[config.mk]
export PLATFORM = sky130hd
export DESIGN_NAME = exec_top
export DESIGN_NICKNAME = d
export VERILOG_FILES = /design/src/verilog/rv_pkg.sv /design/src/verilog/alu.sv /design/src/verilog/decode_stage.sv /design/src/verilog/pipe_fifo.sv /design/src/verilog/alu_stage.sv /design/src/verilog/exec_top.sv
export VERILOG_INCLUDE_DIRS = /design/src /design/src/verilog
export SDC_FILE = /design/constraint.sdc
export NUM_CORES = 1
export LEC_CHECK = 0
export ABC_AREA = 1
export BUFFER_PORTS_ARGS = -buffer_cell sky130_fd_sc_hd__buf_2
export CORE_ASPECT_RATIO = 1.25
export CORE_MARGIN = 2
export CORE_UTILIZATION = 36
export DETAILED_ROUTE_END_ITERATION = 8
export GPL_TIMING_DRIVEN = 0
export PLACE_DENSITY = 0.56
export SKIP_LAST_GASP = 1
export SYNTH_ARGS = -nofsm -noshare
export SYNTH_HDL_FRONTEND = slang
export SYNTH_SLANG_ARGS = --single-unit
[constraint.sdc]
create_clock -name clk_i -period 6.8 [get_ports clk_i]
set_input_delay 1.36 -clock clk_i [delete_from_list [all_inputs] [get_ports clk_i]]
set_output_delay 1.36 -clock clk_i [all_outputs]
set_load 0.05 [all_outputs]
[src/verilog/rv_defs.svh]
`ifndef RV_DEFS_SVH
`define RV_DEFS_SVH

// width of register data and of byte addresses.
`define XLEN 32

// rs2 field width, which is also the shift amount range.
`define SHAMT_WIDTH 5

// entries per FIFO. 2, 4 and 8 are all legal.
`define BUF_DEPTH 2

`endif

[src/verilog/rv_pkg.sv]
`default_nettype none

`include "rv_defs.svh"

package rv_pkg;

  typedef logic [`XLEN-1:0] data_t;
  typedef logic [`XLEN-1:0] vaddr_t;

  typedef enum logic [6:0] {
    R         = 7'b0110011,
    IMMEDIATE = 7'b0010011,
    LOAD      = 7'b0000011,
    STORE     = 7'b0100011,
    BRANCH    = 7'b1100011,
    JAL       = 7'b1101111,
    LUI       = 7'b0110111,
    AUIPC     = 7'b0010111,
    SYSTEM    = 7'b1110011
  } opcode_e;

  typedef enum logic {
    BYTE = 1'b0,
    WORD = 1'b1
  } access_size_e;

  typedef struct packed {
    logic [6:0]              funct7;
    logic [`SHAMT_WIDTH-1:0] rs2;
    logic [4:0]              rs1;
    logic [2:0]              funct3;
    logic [4:0]              rd;
    opcode_e                 opcode;
  } instruction_t;

  typedef struct packed {
    instruction_t            instr;
    vaddr_t                  pc;
    data_t                   rs1_data;
    data_t                   rs2_data;
    data_t                   imm;    // sign-extended, already shifted for U-type.
    logic [`SHAMT_WIDTH-1:0] shamt;
  } decoded_t;

  typedef struct packed {
    vaddr_t       pc;
    data_t        result;
    data_t        store_data;
    vaddr_t       target;
    logic [4:0]   rd;
    logic         wr_en;
    logic         is_load;
    logic         is_store;
    logic         branch_taken;
    logic         is_jump;
    access_size_e access_size;
  } exec_result_t;

endpackage : rv_pkg

`default_nettype wire

[src/verilog/alu.sv]
`timescale 1ns/1ps
`default_nettype none

`include "rv_defs.svh"

module alu (
  input  rv_pkg::opcode_e opcode_i,
  input  logic [2:0]      funct3_i,
  input  logic [6:0]      funct7_i,
  input  rv_pkg::data_t   a_i,
  input  rv_pkg::data_t   b_i,
  output rv_pkg::data_t   result_o,
  output logic            is_zero_o,
  output logic            is_less_o
);

  import rv_pkg::*;

  logic [`SHAMT_WIDTH-1:0] shift;
  logic                    alt;
  data_t                   diff;

  assign shift = b_i[`SHAMT_WIDTH-1:0];
  assign alt   = funct7_i[5];
  assign diff  = a_i - b_i;

  always_comb begin
    result_o = a_i + b_i;
    if (opcode_i == R || opcode_i == IMMEDIATE) begin
      case (funct3_i)
        3'b000: result_o = (opcode_i == R && alt) ? diff : a_i + b_i; // addi never subtracts.
        3'b001: result_o = a_i << shift;
        3'b010: result_o = data_t'($signed(a_i) < $signed(b_i));
        3'b011: result_o = data_t'(a_i < b_i);
        3'b100: result_o = a_i ^ b_i;
        3'b101: result_o = alt ? data_t'($signed(a_i) >>> shift) : a_i >> shift;
        3'b110: result_o = a_i | b_i;
        default: result_o = a_i & b_i;
      endcase
    end
  end

  assign is_zero_o = (diff == '0);
  assign is_less_o = $signed(a_i) < $signed(b_i);

endmodule : alu

`default_nettype wire

[src/verilog/decode_stage.sv]
`timescale 1ns/1ps
`default_nettype none

module decode_stage (
  input  logic                 clk_i,
  input  logic                 arst_n_i,
  input  logic                 instr_valid_i,
  input  rv_pkg::instruction_t instr_i,
  input  rv_pkg::vaddr_t       pc_i,
  input  rv_pkg::data_t        rs1_data_i,
  input  rv_pkg::data_t        rs2_data_i,
  input  logic                 out_ready_i,
  output logic                 instr_ready_o,
  output logic                 out_valid_o,
  output rv_pkg::decoded_t     out_o
);

  import rv_pkg::*;

  logic        valid_q;
  logic        load;
  logic [31:0] raw;
  data_t       imm;
  decoded_t    dec_d;

  assign raw = instr_i;

  always_comb begin
    case (instr_i.opcode)
      IMMEDIATE, LOAD, SYSTEM: imm = {{20{raw[31]}}, raw[31:20]};
      STORE:                   imm = {{20{raw[31]}}, raw[31:25], raw[11:7]};
      BRANCH:                  imm = {{19{raw[31]}}, raw[31], raw[7], raw[30:25],
                                      raw[11:8], 1'b0};
      JAL:                     imm = {{11{raw[31]}}, raw[31], raw[19:12], raw[20],
                                      raw[30:21], 1'b0};
      LUI, AUIPC:              imm = {raw[31:12], 12'b0};
      default:                 imm = '0; // R-type has no immediate.
    endcase
  end

  always_comb begin
    dec_d.instr    = instr_i;
    dec_d.pc       = pc_i;
    dec_d.rs1_data = rs1_data_i;
    dec_d.rs2_data = rs2_data_i;
    dec_d.imm      = imm;
    dec_d.shamt    = instr_i.rs2;
  end

  // the single entry can refill in the same cycle it drains.
  assign instr_ready_o = ~valid_q | out_ready_i;
  assign load          = instr_valid_i & instr_ready_o;
  assign out_valid_o   = valid_q;

  always_ff @(posedge clk_i or negedge arst_n_i) begin
    if (!arst_n_i) begin
      valid_q <= 1'b0;
    end else if (load) begin
      valid_q <= 1'b1;
    end else if (out_ready_i) begin
      valid_q <= 1'b0;
    end
  end

  always_ff @(posedge clk_i) begin
    if (load) begin
      out_o <= dec_d;
    end
  end

endmodule : decode_stage

`default_nettype wire

[src/verilog/pipe_fifo.sv]
`timescale 1ns/1ps
`default_nettype none

`include "rv_defs.svh"

module pipe_fifo #(
  parameter type payload_t = logic [31:0],
  parameter int  DEPTH     = `BUF_DEPTH
)(
  input  logic     clk_i,
  input  logic     arst_n_i,
  input  logic     wr_valid_i,
  input  payload_t wr_data_i,
  input  logic     rd_ready_i,
  output logic     wr_ready_o,
  output logic     rd_valid_o,
  output payload_t rd_data_o
);

  localparam int PTR_W = (DEPTH > 1) ? $clog2(DEPTH) : 1;
  localparam int CNT_W = $clog2(DEPTH + 1);

  payload_t         mem [DEPTH];
  logic [PTR_W-1:0] wr_ptr;
  logic [PTR_W-1:0] rd_ptr;
  logic [CNT_W-1:0] count;
  logic             push;
  logic             pop;

  assign wr_ready_o = (count != CNT_W'(DEPTH));
  assign rd_valid_o = (count != '0);
  assign rd_data_o  = mem[rd_ptr]; // head is visible without a read strobe.

  assign push = wr_valid_i & wr_ready_o;
  assign pop  = rd_valid_o & rd_ready_i;

  always_ff @(posedge clk_i or negedge arst_n_i) begin
    if (!arst_n_i) begin
      wr_ptr <= '0;
      rd_ptr <= '0;
      count  <= '0;
    end else begin
      if (push) begin
        wr_ptr <= (wr_ptr == PTR_W'(DEPTH - 1)) ? '0 : wr_ptr + 1'b1;
      end
      if (pop) begin
        rd_ptr <= (rd_ptr == PTR_W'(DEPTH - 1)) ? '0 : rd_ptr + 1'b1;
      end
      count <= count + CNT_W'(push) - CNT_W'(pop);
    end
  end

  always_ff @(posedge clk_i) begin
    if (push) begin
      mem[wr_ptr] <= wr_data_i;
    end
  end

endmodule : pipe_fifo

`default_nettype wire

[src/verilog/alu_stage.sv]
`timescale 1ns/1ps
`default_nettype none

module alu_stage (
  input  logic                 in_valid_i,
  input  rv_pkg::decoded_t     in_i,
  input  logic                 mem_stall_i,
  output logic                 in_ready_o,
  output logic                 out_valid_o,
  output rv_pkg::exec_result_t out_o
);

  import rv_pkg::*;

  data_t alu_a;
  data_t alu_b;
  data_t alu_result;
  logic  is_zero;
  logic  is_less;

  always_comb begin
    alu_a              = in_i.rs1_data;
    alu_b              = in_i.rs2_data;
    out_o.pc           = in_i.pc;
    out_o.result       = alu_result;
    out_o.store_data   = in_i.rs2_data;
    out_o.target       = in_i.pc + in_i.imm; // shared by branches and jal.
    out_o.rd           = in_i.instr.rd;
    out_o.access_size  = (in_i.instr.funct3 == 3'b000) ? BYTE : WORD;
    out_o.wr_en        = 1'b0;
    out_o.is_load      = 1'b0;
    out_o.is_store     = 1'b0;
    out_o.branch_taken = 1'b0;
    out_o.is_jump      = 1'b0;

    case (in_i.instr.opcode)
      R: begin
        out_o.wr_en = 1'b1;
      end
      IMMEDIATE: begin
        out_o.wr_en = 1'b1;
        case (in_i.instr.funct3)
          3'b001, 3'b101: alu_b = data_t'(in_i.shamt); // slli, srli, srai.
          default:        alu_b = in_i.imm;
        endcase
      end
      LOAD: begin
        out_o.wr_en   = 1'b1;
        out_o.is_load = 1'b1;
        alu_b         = in_i.imm;
      end
      STORE: begin
        out_o.is_store = 1'b1;
        alu_b          = in_i.imm;
      end
      BRANCH: begin
        case (in_i.instr.funct3)
          3'b000:  out_o.branch_taken = is_zero;  // beq.
          3'b001:  out_o.branch_taken = ~is_zero; // bne.
          3'b100:  out_o.branch_taken = is_less;  // blt.
          3'b101:  out_o.branch_taken = ~is_less; // bge.
          default: out_o.branch_taken = 1'b0;
        endcase
      end
      JAL: begin
        out_o.wr_en   = 1'b1;
        out_o.is_jump = 1'b1;
        alu_a         = in_i.pc; // link address is pc plus 4.
        alu_b         = data_t'(4);
      end
      LUI: begin
        out_o.wr_en = 1'b1;
        alu_a       = '0;
        alu_b       = in_i.imm;
      end
      AUIPC: begin
        out_o.wr_en = 1'b1;
        alu_a       = in_i.pc;
        alu_b       = in_i.imm;
      end
      SYSTEM: begin
        out_o.wr_en = 1'b1;
        alu_b       = in_i.imm;
      end
      default: ;
    endcase
  end

  alu u_alu (
    .opcode_i  (in_i.instr.opcode),
    .funct3_i  (in_i.instr.funct3),
    .funct7_i  (in_i.instr.funct7),
    .a_i       (alu_a),
    .b_i       (alu_b),
    .result_o  (alu_result),
    .is_zero_o (is_zero),
    .is_less_o (is_less)
  );

  assign in_ready_o  = ~mem_stall_i;
  assign out_valid_o = in_valid_i;

endmodule : alu_stage

`default_nettype wire

[src/verilog/exec_top.sv]
`timescale 1ns/1ps
`default_nettype none

`include "rv_defs.svh"

module exec_top (
  input  logic              clk_i,
  input  logic              arst_n_i,
  input  logic              instr_valid_i,
  input  logic [31:0]       instr_i,
  input  logic [`XLEN-1:0]  pc_i,
  input  logic [`XLEN-1:0]  rs1_data_i,
  input  logic [`XLEN-1:0]  rs2_data_i,
  input  logic              res_ready_i,
  output logic              instr_ready_o,
  output logic              res_valid_o,
  output logic [`XLEN-1:0]  res_pc_o,
  output logic [`XLEN-1:0]  res_data_o,
  output logic [`XLEN-1:0]  res_store_data_o,
  output logic [`XLEN-1:0]  res_target_o,
  output logic [4:0]        res_rd_o,
  output logic              res_wr_en_o,
  output logic              res_is_load_o,
  output logic              res_is_store_o,
  output logic              res_branch_taken_o,
  output logic              res_is_jump_o,
  output logic              res_access_byte_o
);

  import rv_pkg::*;

  instruction_t instr;
  logic         dec_valid, dec_ready;
  decoded_t     dec_data;
  logic         alu_in_valid, alu_in_ready;
  decoded_t     alu_in_data;
  logic         alu_out_valid, res_fifo_ready;
  exec_result_t alu_out_data;
  exec_result_t res;

  assign instr = instr_i;

  decode_stage u_decode (
    .clk_i         (clk_i),
    .arst_n_i      (arst_n_i),
    .instr_valid_i (instr_valid_i),
    .instr_i       (instr),
    .pc_i          (pc_i),
    .rs1_data_i    (rs1_data_i),
    .rs2_data_i    (rs2_data_i),
    .out_ready_i   (dec_ready),
    .instr_ready_o (instr_ready_o),
    .out_valid_o   (dec_valid),
    .out_o         (dec_data)
  );

  pipe_fifo #(.payload_t(decoded_t), .DEPTH(`BUF_DEPTH)) u_dec_fifo (
    .clk_i      (clk_i),
    .arst_n_i   (arst_n_i),
    .wr_valid_i (dec_valid),
    .wr_data_i  (dec_data),
    .rd_ready_i (alu_in_ready),
    .wr_ready_o (dec_ready),
    .rd_valid_o (alu_in_valid),
    .rd_data_o  (alu_in_data)
  );

  // a full result FIFO stalls execute.
  alu_stage u_alu_stage (
    .in_valid_i  (alu_in_valid),
    .in_i        (alu_in_data),
    .mem_stall_i (~res_fifo_ready),
    .in_ready_o  (alu_in_ready),
    .out_valid_o (alu_out_valid),
    .out_o       (alu_out_data)
  );

  pipe_fifo #(.payload_t(exec_result_t), .DEPTH(`BUF_DEPTH)) u_res_fifo (
    .clk_i      (clk_i),
    .arst_n_i   (arst_n_i),
    .wr_valid_i (alu_out_valid),
    .wr_data_i  (alu_out_data),
    .rd_ready_i (res_ready_i),
    .wr_ready_o (res_fifo_ready),
    .rd_valid_o (res_valid_o),
    .rd_data_o  (res)
  );

  assign res_pc_o           = res.pc;
  assign res_data_o         = res.result;
  assign res_store_data_o   = res.store_data;
  assign res_target_o       = res.target;
  assign res_rd_o           = res.rd;
  assign res_wr_en_o        = res.wr_en;
  assign res_is_load_o      = res.is_load;
  assign res_is_store_o     = res.is_store;
  assign res_branch_taken_o = res.branch_taken;
  assign res_is_jump_o      = res.is_jump;
  assign res_access_byte_o  = (res.access_size == BYTE);

endmodule : exec_top

`default_nettype wire

==> run metrics <==
startpoint types=flop; Max Root-Sink Buffers=3; leading area contributor after synthesis=edfxtp_1; Via-to-Cell Ratio=5.299; reg2reg end=u_res_fifo.mem[0][2]; via count=32.63k; WL per Instance=27.59 µm; total wire length=169900 µm; clk_lat worst skew=0.68 ns; leading cell types by count after synthesis=nand2_1, edfxtp_1, nand3_1, nor2_1, inv_1; worst slew pin tran=about 1.5 ns; H-tree depth=3; Starting Density=36.32%; CP top delay family=simple AND/OR/NAND/NOR gates; fill count=10.61k; M3 GR Usage=under 10%; gr ovfl total=0; gpl congestion=1.039; type of the tightest min-delay check=flop to flop; finished layout cell area=45030 µm²; WP data required=7.22 ns; Final setup viols=0; row count=134; syn avg cell area=~9.0 µm²; Max-Cap Viols=1; min-delay src=u_decode.out_o[23]; vias in the first global route=31.73k; top-count cell post-synth=nand2_1; RSZ-0062 raised after global routing=false; DRT Pass-1 Iters=6; first-pass GRT wire length=234000 µm; r2r setup slk=about 0.17 ns; final antenna-violating net count=0; GR Layer Usage met2=50.62%; register area share after synthesis=between 50 and 60%; nets@finish=approximately 4.9k; Primary FF master, synth=edfxtp_1; EDFF count, synth=725; final worst path period need=6.631 ns; initial antenna violation count=4; Worst Path Arrival=7.05 ns; Hold Vio Cnt, Final=0; syn nets=4571; Netlist cell types=53; DP Area=42460 µm²; Mapped Area=38790 µm²; most frequent CP cell=nand2_1; share of flip-flops with an asynchronous set or reset=1.226%; PortBufs=272; Slew Limit Headroom=-0.9901%; failing checks=capacitance limit, slew limit; met1 usage=36.48%; Peak Freq=about 150 MHz; Synth top area share=56.12%; hold buffers post-CTS=0; CP Launch Point=u_dec_fifo.rd_ptr; Num CTS Buffers=75; status=finished, violations left; pin count of the biggest net entering global routing=116; CTS clk-pin slew, worst paths=~0.07 ns; synthesis warning total=0; die area=approximately 110000 µm²; Final HPWL DP=136200 µm; Iter 0 DRT Violations=3236; worst stage delay on the critical path=roughly 0.47 ns; share of cells above drive strength 1=12.40%; Root Buffer Master=clkbuf_16; fin crit share=a little over nine tenths; clock sink count=734; Hold Crit Depth=0; io pins=273; final clock skew=0.03302 ns; CP endpoint kind=flop; hold endpoint=u_dec_fifo.mem[1][23]; GR peak layer=met2; setup bufs post-CTS=0; Die H=371.0 µm; buffers and inverters on the worst path=10; Cells after Synth=between 4k and 5k; Worst Setup Path Type=flop to flop; Die Width=297.6 µm; synthesis-stage register bit count=roughly 730; worst reg2reg startpoint=u_dec_fifo.rd_ptr; TritonCTS clock tree=built; top cells by area, synth=edfxtp_1, nand2_1, nand3_1, ha_1, nor2_1; R2R depth=32; Tot GR Track Use=between 30% and 40%; DRC=0; Crit-path slowest cell=dfrtp_2; Worst Path Max Fanout=11; Max Slew Vio Count=11; P&R area growth vs syn=16.08%; core area=106800 µm²
[logic make-up after synthesis]
group           Yosys count  share of synthesized area, %
compound gates          434                         6.341
xor+xnor                 83                         1.874
fa+ha+maj               135                         4.412
buf+inv                 479                         4.999
flops                   734                         56.70
mux                       2                       0.05160
simple gates           2437                         25.62
[cell usage in the layout, fill, tap and decap left out, drive strengths merged, types with 8 or more instances in the layout]
| master | count |
|---|---|
| a211oi | 8 |
| a21boi | 9 |
| a21oi | 160 |
| a31oi | 14 |
| buf | 363 |
| clkbuf | 199 |
| clkinv | 25 |
| dfrtp | 9 |
| edfxtp | 725 |
| ha | 132 |
| inv | 302 |
| nand2 | 1623 |
| nand3 | 418 |
| nand4 | 12 |
| nor2 | 327 |
| nor3 | 25 |
| o211ai | 27 |
| o21ai | 168 |
| o21bai | 12 |
| or2 | 21 |
| xnor2 | 11 |
| xor2 | 72 |
[sequential cells by signal, summed over array words and instances (netlist names)]
signal and flops:
u_dec_fifo.count 2, u_dec_fifo.mem 298, u_dec_fifo.rd_ptr 1, u_dec_fifo.wr_ptr 1, u_decode.out_o 149, u_decode.out_valid_o 1, u_res_fifo.count 2, u_res_fifo.mem 278
u_res_fifo.rd_ptr 1, u_res_fifo.wr_ptr 1
[per-layer routing]
layer / share of wire [%] / up-vias
li1: - / 15160
met1: 39 / 15690
met2: 47 / 1409
met3: 5.6 / 368
met4: 7.7 / 0
met5: 0 / -
[worst max path at each step]
stage	slack, ns	to	depth (start not counted)
final	0.17	u_res_fifo.mem[0][2]	32
after global routing	0.03	u_res_fifo.mem[1][2]	32
after CTS	0.03	u_res_fifo.mem[1][2]	24
after detailed placement	-1.45	u_res_fifo.mem[0][2]	27
after global placement	-1.44	u_res_fifo.mem[0][2]	27
after floorplan	1.84	u_dec_fifo.mem[1][100]	3
[worst reg2reg max path, delay by kind of cell, from the launching register on]
family / cells / cell delay [ns]
AO/OA/AOI/OAI: 2 / 0.35
flip-flops: 1 / 0.47
AND/OR/NAND/NOR: 19 / 3.20
buffers and inverters: 10 / 1.97
adder cells (fa/ha/maj): 1 / 0.39
[what timing repair did]
action / CTS / global route
gates resized for setup: 30 / 17
endpoints found under the setup margin: 38 / 24
gates cloned: 0 / 0
endpoints found under the hold margin: 0 / 0
[final cells by class]
type | count | area, µm² | share of cell area [%]
Timing Repair Buffer | 294 | 1832 | 4.067
Inverter | 300 | 1134 | 2.517
Clock inverter | 39 | 449.2 | 0.9974
Buffer | 171 | 814.5 | 1.809
Antenna cell | 3 | 7.507 | 0.01667
Clock buffer | 97 | 2021 | 4.487
Sequential cell | 734 | 22000 | 48.85
Multi-Input combinational cell | 3091 | 14990 | 33.29
Tap cell | 1428 | 1787 | 3.967
[metrics by stage]
step                util (%)  setup WS (ns)  hold WS, ns  std cells  TNS [ns]
floorplan                  -          1.837       0.4215       4304         0
global placement       39.28         -1.440       0.4220       6004   -553.33
detailed placement     39.76         -1.453       0.4290       6026    -17.56
CTS                    42.14        0.03118       0.4348       6161         0
global route           42.16        0.02674       0.4469       6154         0
finish                 42.17         0.1692       0.4317       6157         0
Power is left out: the tool's default activity adds up to more than one toggle a clock period on the data nets, which glitch-free logic cannot reach.
